<file path="src/common/frontEndPkg.sv">
`default_nettype none

package frontEndPkg;

    // Word, register value and address share one width
    localparam int DataWidth = 16;
    localparam int RegAddrWidth = 3;

    // Queue entries, also the decoder's starting credit count
    localparam int QueueDepth = 4;

    // Older stages checked for hazards (ID, EX, MEM, WB)
    localparam int TrackDepth = 4;

    // Opcode field sits in the top bits of the word
    localparam int OpWidth = 5;

    // Low bits of the word hold the memory offset
    localparam int ImmWidth = 5;

    localparam int KindWidth = 2;

    // Queue pointer and occupancy sizing
    localparam int PtrWidth = (QueueDepth > 1) ? $clog2(QueueDepth) : 1;
    localparam int CountWidth = $clog2(QueueDepth + 1);

    // Values are taken straight from instruction bits 15 to 11
    typedef enum logic [OpWidth-1:0] {
        OpNop     = 5'b00001,
        OpAddi    = 5'b01000,
        OpAdd     = 5'b11011,
        OpLoad    = 5'b10001,
        OpStore   = 5'b10000,
        OpJump    = 5'b00100,
        OpJumpReg = 5'b00101,
        OpBranch  = 5'b01100
    } opcodeT;

    // One slot leaves the issue stage every cycle
    typedef enum logic [KindWidth-1:0] {
        IssueIdle   = 2'd0,
        IssueInstr  = 2'd1,
        IssueBubble = 2'd2
    } issueKindT;

    // Decoded form of one instruction word
    typedef struct packed {
        opcodeT                  op;
        logic [RegAddrWidth-1:0] rs;
        logic [RegAddrWidth-1:0] rt;
        logic [RegAddrWidth-1:0] rd;
        logic                    usesRs;
        logic                    usesRt;
        logic                    writesRd;
        logic                    memAccess;
        logic                    isControl;
        // Base plus sign-extended offset
        logic [DataWidth-1:0]    memAddr;
        logic [DataWidth-1:0]    raw;
    } decodedInstrT;

endpackage

`default_nettype wire

</file>
<file path="src/common/instrChannelIf.sv">
`timescale 1ns/1ps
`default_nettype none

// Credit channel between decoder and queue
interface instrChannelIf;
    import frontEndPkg::*;

    logic         pushValid;
    decodedInstrT pushEntry;
    // One pulse per freed queue slot
    logic         creditReturn;

    modport producer (
        output pushValid,
        output pushEntry,
        input  creditReturn
    );

    modport buffer (
        input  pushValid,
        input  pushEntry,
        output creditReturn
    );

endinterface

`default_nettype wire

</file>
<file path="src/design/issueFrontEnd.sv">
`timescale 1ns/1ps
`default_nettype none

module issueFrontEnd (
    input  logic                                clk,
    input  logic                                rstN,
    input  logic                                inValid,
    input  logic [frontEndPkg::DataWidth-1:0]    inInstr,
    input  logic [frontEndPkg::DataWidth-1:0]    inBaseData,
    output logic                                inReady,
    output logic [frontEndPkg::KindWidth-1:0]    issueKind,
    output logic [frontEndPkg::OpWidth-1:0]      issueOp,
    output logic [frontEndPkg::RegAddrWidth-1:0] issueRd,
    output logic [frontEndPkg::DataWidth-1:0]    issueAddr,
    output logic [frontEndPkg::DataWidth-1:0]    issueWord
);
    import frontEndPkg::*;

    logic         popValid;
    logic         popReady;
    decodedInstrT popEntry;
    issueKindT    slotKind;
    opcodeT       slotOp;

    // Decoder to queue credit channel
    instrChannelIf chan ();

    instrDecoder decoder (
        .clk        (clk),
        .rstN       (rstN),
        .inValid    (inValid),
        .inInstr    (inInstr),
        .inBaseData (inBaseData),
        .inReady    (inReady),
        .chan       (chan.producer)
    );

    instrQueue queue (
        .clk      (clk),
        .rstN     (rstN),
        .chan     (chan.buffer),
        .popReady (popReady),
        .popValid (popValid),
        .popEntry (popEntry)
    );

    hazardIssue issue (
        .clk       (clk),
        .rstN      (rstN),
        .popValid  (popValid),
        .popEntry  (popEntry),
        .popReady  (popReady),
        .issueKind (slotKind),
        .issueOp   (slotOp),
        .issueRd   (issueRd),
        .issueAddr (issueAddr),
        .issueWord (issueWord)
    );

    // Enum outputs leave the top as plain vectors
    assign issueKind = slotKind;
    assign issueOp = slotOp;

endmodule

`default_nettype wire

</file>
<file path="src/fetch/instrDecoder.sv">
`timescale 1ns/1ps
`default_nettype none

module instrDecoder (
    input  logic                             clk,
    input  logic                             rstN,
    input  logic                             inValid,
    input  logic [frontEndPkg::DataWidth-1:0] inInstr,
    input  logic [frontEndPkg::DataWidth-1:0] inBaseData,
    output logic                             inReady,
    instrChannelIf.producer                  chan
);
    import frontEndPkg::*;

    logic                  accept;
    logic                  wordValid;
    logic [DataWidth-1:0]  wordQ;
    logic [DataWidth-1:0]  baseQ;
    logic [CountWidth-1:0] credits;
    decodedInstrT          entry;

    // Push in flight already holds a credit
    assign inReady = credits > CountWidth'(chan.pushValid);
    assign accept = inValid && inReady;

    always_ff @(posedge clk or negedge rstN) begin
        if (!rstN) begin
            wordValid <= 1'b0;
        end else begin
            wordValid <= accept;
        end
    end

    // Word and base value held for decode
    always_ff @(posedge clk) begin
        if (accept) begin
            wordQ <= inInstr;
            baseQ <= inBaseData;
        end
    end

    always_ff @(posedge clk or negedge rstN) begin
        if (!rstN) begin
            credits <= CountWidth'(QueueDepth);
        end else begin
            case ({chan.pushValid, chan.creditReturn})
                2'b10:   credits <= credits - CountWidth'(1);
                2'b01:   credits <= credits + CountWidth'(1);
                default: credits <= credits;
            endcase
        end
    end

    always_comb begin : decode
        // Unknown codes become no-ops
        case (wordQ[DataWidth-1 -: OpWidth])
            OpAddi, OpAdd, OpLoad, OpStore, OpJump, OpJumpReg, OpBranch:
                entry.op = opcodeT'(wordQ[DataWidth-1 -: OpWidth]);
            default:
                entry.op = OpNop;
        endcase

        entry.rs = wordQ[10:8];
        entry.rt = wordQ[7:5];
        entry.rd = wordQ[4:2];
        entry.usesRs = 1'b0;
        entry.usesRt = 1'b0;
        entry.writesRd = 1'b0;
        entry.memAccess = 1'b0;
        entry.isControl = 1'b0;

        case (entry.op)
            OpAddi: begin
                entry.usesRs = 1'b1;
                entry.writesRd = 1'b1;
            end
            OpAdd: begin
                entry.usesRs = 1'b1;
                entry.usesRt = 1'b1;
                entry.writesRd = 1'b1;
            end
            OpLoad: begin
                entry.usesRs = 1'b1;
                entry.writesRd = 1'b1;
                entry.memAccess = 1'b1;
            end
            OpStore: begin
                entry.usesRs = 1'b1;
                entry.usesRt = 1'b1;
                entry.memAccess = 1'b1;
            end
            OpJump: entry.isControl = 1'b1;
            OpJumpReg, OpBranch: begin
                entry.usesRs = 1'b1;
                entry.isControl = 1'b1;
            end
            default: ;
        endcase

        // Base register plus sign-extended offset
        entry.memAddr = baseQ
            + {{(DataWidth - ImmWidth){wordQ[ImmWidth-1]}}, wordQ[ImmWidth-1:0]};
        entry.raw = wordQ;
    end

    assign chan.pushValid = wordValid;
    assign chan.pushEntry = entry;

endmodule

`default_nettype wire

</file>
<file path="src/hazard/hazardIssue.sv">
`timescale 1ns/1ps
`default_nettype none

module hazardIssue (
    input  logic                                clk,
    input  logic                                rstN,
    input  logic                                popValid,
    input  frontEndPkg::decodedInstrT           popEntry,
    output logic                                popReady,
    output frontEndPkg::issueKindT              issueKind,
    output frontEndPkg::opcodeT                 issueOp,
    output logic [frontEndPkg::RegAddrWidth-1:0] issueRd,
    output logic [frontEndPkg::DataWidth-1:0]    issueAddr,
    output logic [frontEndPkg::DataWidth-1:0]    issueWord
);
    import frontEndPkg::*;

    // Shadow of issued slots, index 0 is the youngest (ID)
    logic [TrackDepth-1:0]   trackValid;
    logic [TrackDepth-1:0]   trackWrites;
    logic [TrackDepth-1:0]   trackMem;
    logic [RegAddrWidth-1:0] trackRd [TrackDepth];
    logic [DataWidth-1:0]    trackAddr [TrackDepth];

    // Previous slot issued a jump or branch
    logic ctrlShadow;

    logic      regHazard;
    logic      memHazard;
    logic      headHazard;
    logic      issueNow;
    issueKindT slotKind;

    always_comb begin : hazardCheck
        regHazard = 1'b0;
        memHazard = 1'b0;
        for (int i = 0; i < TrackDepth; i++) begin
            // Read after write against any older writer
            if (trackValid[i] && trackWrites[i]) begin
                if (popEntry.usesRs && (popEntry.rs == trackRd[i])) begin
                    regHazard = 1'b1;
                end
                if (popEntry.usesRt && (popEntry.rt == trackRd[i])) begin
                    regHazard = 1'b1;
                end
            end
            // Same address still in flight
            if (popEntry.memAccess && trackValid[i] && trackMem[i]
                    && (popEntry.memAddr == trackAddr[i])) begin
                memHazard = 1'b1;
            end
        end
    end

    assign headHazard = popValid && (regHazard || memHazard);

    always_comb begin : slotSelect
        if (ctrlShadow || headHazard) begin
            slotKind = IssueBubble;
        end else if (!popValid) begin
            slotKind = IssueIdle;
        end else begin
            slotKind = IssueInstr;
        end
    end

    assign issueNow = slotKind == IssueInstr;
    assign popReady = issueNow;

    // Shadow advances every cycle, empty slots enter as invalid
    always_ff @(posedge clk or negedge rstN) begin
        if (!rstN) begin
            trackValid <= '0;
            trackWrites <= '0;
            trackMem <= '0;
            ctrlShadow <= 1'b0;
        end else begin
            trackValid <= {trackValid[TrackDepth-2:0], issueNow};
            trackWrites <= {trackWrites[TrackDepth-2:0], issueNow && popEntry.writesRd};
            trackMem <= {trackMem[TrackDepth-2:0], issueNow && popEntry.memAccess};
            ctrlShadow <= issueNow && popEntry.isControl;
        end
    end

    always_ff @(posedge clk) begin
        for (int i = TrackDepth - 1; i > 0; i--) begin
            trackRd[i] <= trackRd[i-1];
            trackAddr[i] <= trackAddr[i-1];
        end
        trackRd[0] <= popEntry.rd;
        trackAddr[0] <= popEntry.memAddr;
    end

    // Registered slot outputs
    always_ff @(posedge clk or negedge rstN) begin
        if (!rstN) begin
            issueKind <= IssueIdle;
            issueOp <= OpNop;
        end else begin
            issueKind <= slotKind;
            issueOp <= issueNow ? popEntry.op : OpNop;
        end
    end

    // Fields hold their last issued value between instructions
    always_ff @(posedge clk) begin
        if (issueNow) begin
            issueRd <= popEntry.rd;
            issueAddr <= popEntry.memAddr;
            issueWord <= popEntry.raw;
        end
    end

endmodule

`default_nettype wire

</file>
<file path="src/queue/instrQueue.sv">
`timescale 1ns/1ps
`default_nettype none

module instrQueue (
    input  logic                       clk,
    input  logic                       rstN,
    instrChannelIf.buffer              chan,
    input  logic                       popReady,
    output logic                       popValid,
    output frontEndPkg::decodedInstrT  popEntry
);
    import frontEndPkg::*;

    decodedInstrT          entries [QueueDepth];
    logic [PtrWidth-1:0]   wrPtr;
    logic [PtrWidth-1:0]   rdPtr;
    logic [CountWidth-1:0] count;
    logic                  push;
    logic                  pop;

    // Credits keep the producer from pushing into a full queue
    assign push = chan.pushValid;
    assign pop = popValid && popReady;

    assign popValid = count != '0;
    assign popEntry = entries[rdPtr];

    always_ff @(posedge clk) begin
        if (push) begin
            entries[wrPtr] <= chan.pushEntry;
        end
    end

    always_ff @(posedge clk or negedge rstN) begin
        if (!rstN) begin
            wrPtr <= '0;
            rdPtr <= '0;
            count <= '0;
            chan.creditReturn <= 1'b0;
        end else begin
            if (push) begin
                wrPtr <= (wrPtr == PtrWidth'(QueueDepth - 1)) ? '0 : wrPtr + PtrWidth'(1);
            end
            if (pop) begin
                rdPtr <= (rdPtr == PtrWidth'(QueueDepth - 1)) ? '0 : rdPtr + PtrWidth'(1);
            end

            case ({push, pop})
                2'b10:   count <= count + CountWidth'(1);
                2'b01:   count <= count - CountWidth'(1);
                default: count <= count;
            endcase

            // Freed slot goes back to the decoder next cycle
            chan.creditReturn <= pop;
        end
    end

endmodule

`default_nettype wire

</file>
<file path="config.mk">
export PLATFORM = sky130hd
export DESIGN_NAME = issueFrontEnd
export DESIGN_NICKNAME = d
export VERILOG_FILES = /design/src/common/frontEndPkg.sv /design/src/common/instrChannelIf.sv /design/src/design/issueFrontEnd.sv /design/src/fetch/instrDecoder.sv /design/src/hazard/hazardIssue.sv /design/src/queue/instrQueue.sv
export SDC_FILE = /design/constraint.sdc
export NUM_CORES = 1
export LEC_CHECK = 0
export BUFFER_PORTS_ARGS = -buffer_cell sky130_fd_sc_hd__buf_2
export CAP_MARGIN = 20
export CORE_MARGIN = 2
export CORE_UTILIZATION = 60
export CTS_CLUSTER_DIAMETER = 60
export DETAILED_ROUTE_END_ITERATION = 8
export GPL_ROUTABILITY_DRIVEN = 0
export PLACE_DENSITY = 0.79
export SETUP_SLACK_MARGIN = 0.2
export SYNTH_ARGS = -nofsm -noshare
export SYNTH_HDL_FRONTEND = slang
export SYNTH_SLANG_ARGS = --single-unit
</file>
<file path="constraint.sdc">
create_clock -name clk -period 4.2 [get_ports clk]
set_input_delay 0 -clock clk [delete_from_list [all_inputs] [get_ports clk]]
set_output_delay 0 -clock clk [all_outputs]
set_load 0.01 [all_outputs]
</file>
== After elaboration in Yosys (flattened, before gate mapping) ==
Memories as Yosys holds them, arrays and structs flattened.
Cells that the tools add are included.

* Register bits after elaboration: 99
* Bits in latches: 0
* Bits in writable memories: 280
* Memory bits (read-only): 0
* Output and inout port bits: 43
* Memories kept: 3

{| class="wikitable"
|+ Memories
! name !! depth !! width !! rd ports !! clocked after Yosys merged registers in !! wr ports !! RTL line !! source
|-
| queue.entries || 4 || 51 || 1 || 0 || 1 || instrQueue.sv:14 || <nowiki>decodedInstrT entries [QueueDepth];</nowiki>
|-
| issue.trackAddr || 4 || 16 || 4 || 0 || 4 || hazardIssue.sv:23 || <nowiki>logic [DataWidth-1:0] trackAddr [TrackDepth];</nowiki>
|-
| issue.trackRd || 4 || 3 || 4 || 0 || 4 || hazardIssue.sv:22 || <nowiki>logic [RegAddrWidth-1:0] trackRd [TrackDepth];</nowiki>
|}

* Add/sub/neg operators: 7
* Multiply operators: 0
* Divide/modulo/power cells: 0
* Order comparisons: 1
* Eq/ne operators: 33
* Shift operators: 0
* Muxes and demuxes: 31
* Bitwise logic cells: 0
* Reductions and logical operators: 41

{| class="wikitable"
|+ Operator list
! operator !! count
|-
| 16-bit equality test || 4
|-
| 5-bit equality test, second input constant || 6
|-
| 1-bit logical AND || 30
|-
| 3-bit equality test || 8
|-
| 1-bit 2-to-1 mux || 24
|-
| 5-bit by 3-bit equality test with 1-bit output, second input constant || 4
|-
| 5-bit by 4-bit equality test with 1-bit output, second input constant || 4
|-
| 16-bit adder || 1
|-
| 3-bit one-hot mux with 2 select lines || 2
|-
| 5-bit 2-to-1 mux || 2
|-
| 2-bit equality test, second input constant || 4
|-
| 7-bit OR reduction || 1
|-
| 3-bit by 1-bit adder with 3-bit output, second input constant || 2
|-
| 2-bit by 1-bit equality test with 1-bit output, second input constant || 3
|-
| 2-bit 2-to-1 mux || 3
|-
| 3-bit OR reduction || 2
|-
| 6-bit OR reduction || 1
|-
| 3-bit by 1-bit subtractor with 3-bit output, second input constant || 2
|-
| 2-bit by 1-bit adder with 2-bit output, second input constant || 2
|-
| 2-bit nonzero test || 2
|-
| 2-bit OR reduction || 2
|-
| 3-bit by 1-bit > comparator with 1-bit output || 1
|-
| 3-bit nonzero test || 1
|-
| 1-bit logical OR || 2
|}

== Depth between registers and ports, before layout ==
An unclocked memory read counts as a cell.

* Depth in word-level cells: 23
* Mapped depth: 16

== Cells and area by module ==
A second synthesis with hierarchy kept.

* Cell total of the unflattened synthesis: 803
* Area total of the unflattened synthesis: 14466.4 µm²

{| class="wikitable"
|+ By module, submodules not included
! module !! instances !! cells an instance !! area an instance (µm²) !! seq. area each (µm²)
|-
| instrQueue || 1 || 307 || 7873.8 || 6326.1
|-
| hazardIssue || 1 || 293 || 4312.9 || 3049.2
|-
| instrDecoder || 1 || 203 || 2279.7 || 1062.3
|}

== Worst setup path after synthesis ==
Ideal clock, no wire load.

* Kind: register to register
* From: register queue.rdPtr[0]
* To: register queue.count[1]
* Library setup time: 0.125 ns
* Arrival time: 3.603 ns
* Setup slack: 0.472 ns
* Stages on the path, launching flop included: 14
* Path buffers: 4
* Path through: dfrtp_1 -> buf_6 -> buf_6 -> buf_1 -> mux4_2 -> nand4_1 -> nand2_1 -> a31oi_1 -> nand4_1 -> nor4b_2 -> buf_6 -> ha_1 -> fa_1 -> mux2_2

* Longest elaborated chain between the ends: 23
* Elaborated cells on any way between the ends: 59
* Those cells by class: 15 x eq/ne; 18 x mux; 25 x reduce/logical; 1 x memory

{| class="wikitable"
|+ Ends and longest elaborated chain
! element !! RTL line !! source
|-
| from (decl) || instrQueue.sv:16 || <nowiki>logic [PtrWidth-1:0] rdPtr;</nowiki>
|-
| from (signal assigned) || instrQueue.sv:45 || <nowiki>rdPtr <= (rdPtr == PtrWidth'(QueueDepth - 1)) ? '0 : rdPtr + PtrWidth'(1);</nowiki>
|-
| memory 4 x 51 bit * || -- ||
|-
| 3-bit equality test || hazardIssue.sv:40 || <nowiki>if (popEntry.usesRs && (popEntry.rs == trackRd[i])) begin</nowiki>
|-
| 1-bit logical AND || hazardIssue.sv:40 ||
|-
| 1-bit 2-to-1 mux || hazardIssue.sv:40 ||
|-
| 1-bit 2-to-1 mux || hazardIssue.sv:43 || <nowiki>if (popEntry.usesRt && (popEntry.rt == trackRd[i])) begin</nowiki>
|-
| 1-bit 2-to-1 mux || hazardIssue.sv:39 || <nowiki>if (trackValid[i] && trackWrites[i]) begin</nowiki>
|-
| 1-bit 2-to-1 mux || hazardIssue.sv:40 ||
|-
| 1-bit 2-to-1 mux || hazardIssue.sv:43 ||
|-
| [8 not listed] || -- ||
|-
| 1-bit logical AND * || hazardIssue.sv:55 || <nowiki>assign headHazard = popValid && (regHazard || memHazard);</nowiki>
|-
| 1-bit logical OR * || hazardIssue.sv:58 || <nowiki>if (ctrlShadow || headHazard) begin</nowiki>
|-
| 2-bit 2-to-1 mux * || hazardIssue.sv:58 ||
|-
| 2-bit by 1-bit equality test with 1-bit output * || hazardIssue.sv:67 || <nowiki>assign issueNow = slotKind == IssueInstr;</nowiki>
|-
| via issue.popReady || hazardIssue.sv:9 || <nowiki>output logic popReady,</nowiki>
|-
| 1-bit logical AND * || instrQueue.sv:23 || <nowiki>assign pop = popValid && popReady;</nowiki>
|-
| 2-bit by 1-bit equality test with 1-bit output or 2-bit equality test (tied branches) || instrQueue.sv:48 || <nowiki>case ({push, pop})</nowiki>
|-
| 3-bit one-hot mux with 2 select lines or 2-bit nonzero test (tied branches) || -- ||
|-
| to (signal assigned) || instrQueue.sv:49 || <nowiki>2'b10: count <= count + CountWidth'(1);</nowiki>
|-
| to (signal assigned) || instrQueue.sv:50 || <nowiki>2'b01: count <= count - CountWidth'(1);</nowiki>
|-
| to (signal assigned) || instrQueue.sv:51 || <nowiki>default: count <= count;</nowiki>
|-
| to (decl) || instrQueue.sv:17 || <nowiki>logic [CountWidth-1:0] count;</nowiki>
|}

Mark *: on every way through the listed nets, which the timed path passes. The rest lies on a longest branch.
A chain may end at the register's enable or synchronous reset.

== Final worst setup path ==
* From: register queue.rdPtr[0]
* To: register queue.count[2]

* Longest elaborated chain between the ends: 23
* Elaborated cells on any way between the ends: 59
* Those cells by class: 15 x eq/ne; 18 x mux; 25 x reduce/logical; 1 x memory

{| class="wikitable"
|+ Ends and longest elaborated chain
! element !! RTL line
|-
| memory 4 x 51 bit * || --
|-
| 3-bit equality test || hazardIssue.sv:40
|-
| 1-bit logical AND || hazardIssue.sv:40
|-
| 1-bit 2-to-1 mux || hazardIssue.sv:40
|-
| 1-bit 2-to-1 mux || hazardIssue.sv:43
|-
| 1-bit 2-to-1 mux || hazardIssue.sv:39
|-
| 1-bit 2-to-1 mux || hazardIssue.sv:40
|-
| 1-bit 2-to-1 mux || hazardIssue.sv:43
|-
| [7 not listed] || --
|-
| 1-bit logical OR * || hazardIssue.sv:55
|-
| 1-bit logical AND * || hazardIssue.sv:55
|-
| 1-bit logical OR * || hazardIssue.sv:58
|-
| 2-bit 2-to-1 mux * || hazardIssue.sv:58
|-
| 2-bit by 1-bit equality test with 1-bit output * || hazardIssue.sv:67
|-
| 1-bit logical AND * || instrQueue.sv:23
|-
| 2-bit by 1-bit equality test with 1-bit output or 2-bit equality test (tied branches) || instrQueue.sv:48
|-
| 3-bit one-hot mux with 2 select lines or 2-bit nonzero test (tied branches) || --
|}

Mark *: on every way between the ends. The rest lies on a longest branch, timed or not.

==> impl_metrics.env <==
export IMPL_status="finished clean"
export IMPL_crit_end="queue.count[2]"
export IMPL_place_hpwl_mm=16.0
export IMPL_synth_warnings=0
export IMPL_skew_ns=0.00919
export IMPL_max_stage_delay_ns=0.64
export IMPL_gr_total_overflow=0
export IMPL_r2r_start="queue.rdPtr[0]"
export IMPL_avgSynthCellArea_sq_um=17.0
export IMPL_die_width_um=151
export IMPL_synth_area_sq_um=13000
export IMPL_cts_tree="built"
export IMPL_path_class="flip-flop to flip-flop"
export IMPL_insertedDiodeCount=0
export IMPL_worst_pin_slew_ns=1.02
export IMPL_critPathLaunch="queue.rdPtr[0]"
export IMPL_syn_nets=826
export IMPL_ir_drop_uv=320
export IMPL_min_period_ns=3.81
export IMPL_maxCapViolations=0
export IMPL_maxSlewHeadroom_pct=30.8
export IMPL_area_growth_pct=17.6
export IMPL_synthArstFlopShare_pct=8.88
export IMPL_top_usage_layer="met2"
export IMPL_synth_edf_count=232
export IMPL_ys_top_cells_by_count="edfxtp_1 (232), xnor2_1 (93), dfxtp_1 (76)"
export IMPL_die_h_um=151
export IMPL_endpoint_kind="flip-flop"
export IMPL_drv_slew=0
export IMPL_critPathMaxFanout=22
export IMPL_grt_usage_pct=22.4
export IMPL_finalHoldViolCount=0
export IMPL_nFillCells=1251
export IMPL_route_detailed_drc=0
export IMPL_ys_top_cells_by_area="edfxtp_1 (54%), dfxtp_1 (12%), xnor2_1 (6.3%)"
export IMPL_ff2ff_path_depth=13
export IMPL_synth_top_area_share_pct=53.6
export IMPL_clock_latency_ns=0.50
export IMPL_start_util_pct=61.5
export IMPL_vias_per_cell=5.79
export IMPL_clkSinkCount=338
export IMPL_ys_seq_elements=338
export IMPL_use_met2_pct=37.2
export IMPL_grt_use_met3_pct=3.34
export IMPL_synth_cells=765
export IMPL_ant_nets=0
export IMPL_r2r_end="queue.count[2]"
export IMPL_hold_ws_ns=0.0718
export IMPL_grt_pass1_vias=7054
export IMPL_ys_seq_area_share_pct=71.0
export IMPL_synth_top_cell_by_area="edfxtp_1"
export IMPL_core_sq_um=21200
export IMPL_dieArea_sq_um=22900
export IMPL_cp_data_arrival_time_ns=4.23
export IMPL_synthFlopType="edfxtp_1"
export IMPL_cts_buffers=35
export IMPL_path_cells="buf_12 -> buf_12 -> mux4_2 -> xnor2_1 -> nand3_1 -> or4_1 -> nand4_1 -> nor4b_4 -> ha_1 -> fa_1 -> xnor2_1 -> nor2_1 -> xor2_1"
export IMPL_yosysMostFrequentCell="edfxtp_1"
export IMPL_grt_pass1_wl_mm=38.8
export IMPL_slowest_stage="mux4_2"
export IMPL_drt_iter0_drc=503
export IMPL_pre_cts_ws_ns=0.229
export IMPL_clk_pin_slew_worst_paths_ns=0.06
export IMPL_ios=78
export IMPL_cts_htree_levels=2
export IMPL_worst_setup_path_start_kind="flip-flop"
export IMPL_antenna_found_initial=0
export IMPL_hp_class="input pin to flip-flop"
export IMPL_synth_distinct_cells=59
export IMPL_nNetsFinal=968
export IMPL_avgRoutedWirePerCell_um=20.9
export IMPL_use_met1_pct=30.9
export IMPL_setup_viol=0
export IMPL_drive_gt1_share_pct=22.7
export IMPL_p_per_area_nw_per_um2=433
export IMPL_leakage_nw=5.38
export IMPL_wirelength_mm=25.2
export IMPL_port_buffers=77
export IMPL_grt_start_max_net_pins=44
export IMPL_vias=6976
export IMPL_dr_pass1_iters=5
export IMPL_grt_setup_unrepaired="no"
export IMPL_cp_data_required_time_ns=4.62
export IMPL_tns_ns=0
export IMPL_fin_ws_ns=0.391
export IMPL_clockBufferDepth=3
export IMPL_cts_root_buffer="clkbuf_16"
export IMPL_period_share_pct=90.7
export IMPL_timing_fmax_ghz=0.263
export IMPL_row_count=53
export IMPL_rrSetupSlack_ns=0.39
-- worst min path at each step --
stage                     startpoint                      to  slack, ns  cells after the start
after detailed placement        rstN  decoder.chan.pushValid       0.12                      1
after global placement          rstN  decoder.chan.pushValid       0.11                      1
after floorplan                 rstN  decoder.chan.pushValid      -0.30                      0
after CTS                    inValid  decoder.chan.pushValid       0.07                      3
after global routing         inValid  decoder.chan.pushValid       0.11                      3
final                        inValid  decoder.chan.pushValid       0.07                      3
-- per-layer routing --
layer  wire [um]  share of wire, %
met3        1510               6.0
met4         568               2.3
met2       12400                49
met5           0                 0
met1       10800                43
-- sequential cells by signal (all words and copies together) (netlist names), 5 cells and up --
name	flops
issue.issueOp	5
decoder.wordQ	16
issue.issueAddr	16
queue.entries	168
issue.trackRd	12
decoder.baseQ	16
issue.issueWord	16
issue.trackAddr	64
-- placed cells by master, fill, tap and decap left out, types with 13 or more instances in the layout --
cell type	Yosys	final
mux4_2	32	33
inv_1	14	14
edfxtp_1	232	232
ha_1	23	23
buf_2	9	77
clkbuf_16	0	38
dfxtp_1	76	76
dfrtp_1	28	26
buf_4	6	23
nor2_1	23	23
xor2_1	13	13
xnor2_1	93	92
nand4_1	21	21
a21oi_1	17	17
dlygate4sd3_1	0	33
mux2i_1	26	24
-- final cells by class --
type / count / area [sq um] / area share, %
Clock buffer: 50 / 1050 / 6.84
Clock inverter: 10 / 108 / 0.703
Inverter: 15 / 56.3 / 0.368
Multi-Input combinational cell: 379 / 3530 / 23.1
Sequential cell: 338 / 9250 / 60.5
Tap cell: 275 / 344 / 2.25
Timing Repair Buffer: 138 / 958 / 6.27
-- critical path, delay by kind of cell, from the launching register on --
kind | cells | cell delay (ns)
xor gates and xnor gates | 3 | 0.54
adders and majority gates | 2 | 0.68
DFF | 1 | 0.43
buffers and inverters | 2 | 0.34
and+or+nand+nor | 5 | 1.08
muxes | 1 | 0.64
-- per-stage QoR --
| stage | util (%) | power (mW) | cells | cell area, sq um |
|---|---|---|---|---|
| floorplan | - | 3.59 | 765 | 13000 |
| global placement | 64.8 | 3.61 | 1104 | 13700 |
| detailed placement | 64.8 | 3.61 | 1104 | 13700 |
| CTS | 71.8 | 6.68 | 1197 | 15200 |
| global route | 72.3 | 6.80 | 1205 | 15300 |
| finish | 72.3 | 6.63 | 1205 | 15300 |
-- power breakdown --
group	switching, mW	internal [mW]	total [mW]
registers	0	3.52	3.52
clock network	1.21	1.86	3.06
logic	0.0139	0.0307	0.0447
-- cell families after synthesis --
family | share of synthesized area (%)
flops | 71.0
fa+ha+maj | 2.67
compound gates | 3.42
simple gates | 4.66
buf+inv | 2.02
xor+xnor | 7.26
mux | 8.93
-- timing repair --
action	CTS	global route
hold endpoints to repair	60	0
setup buffers	0	8
resized for setup	0	8
setup endpoints to repair	0	37
hold buffers	33	0
(Power assumes the default switching activity.)
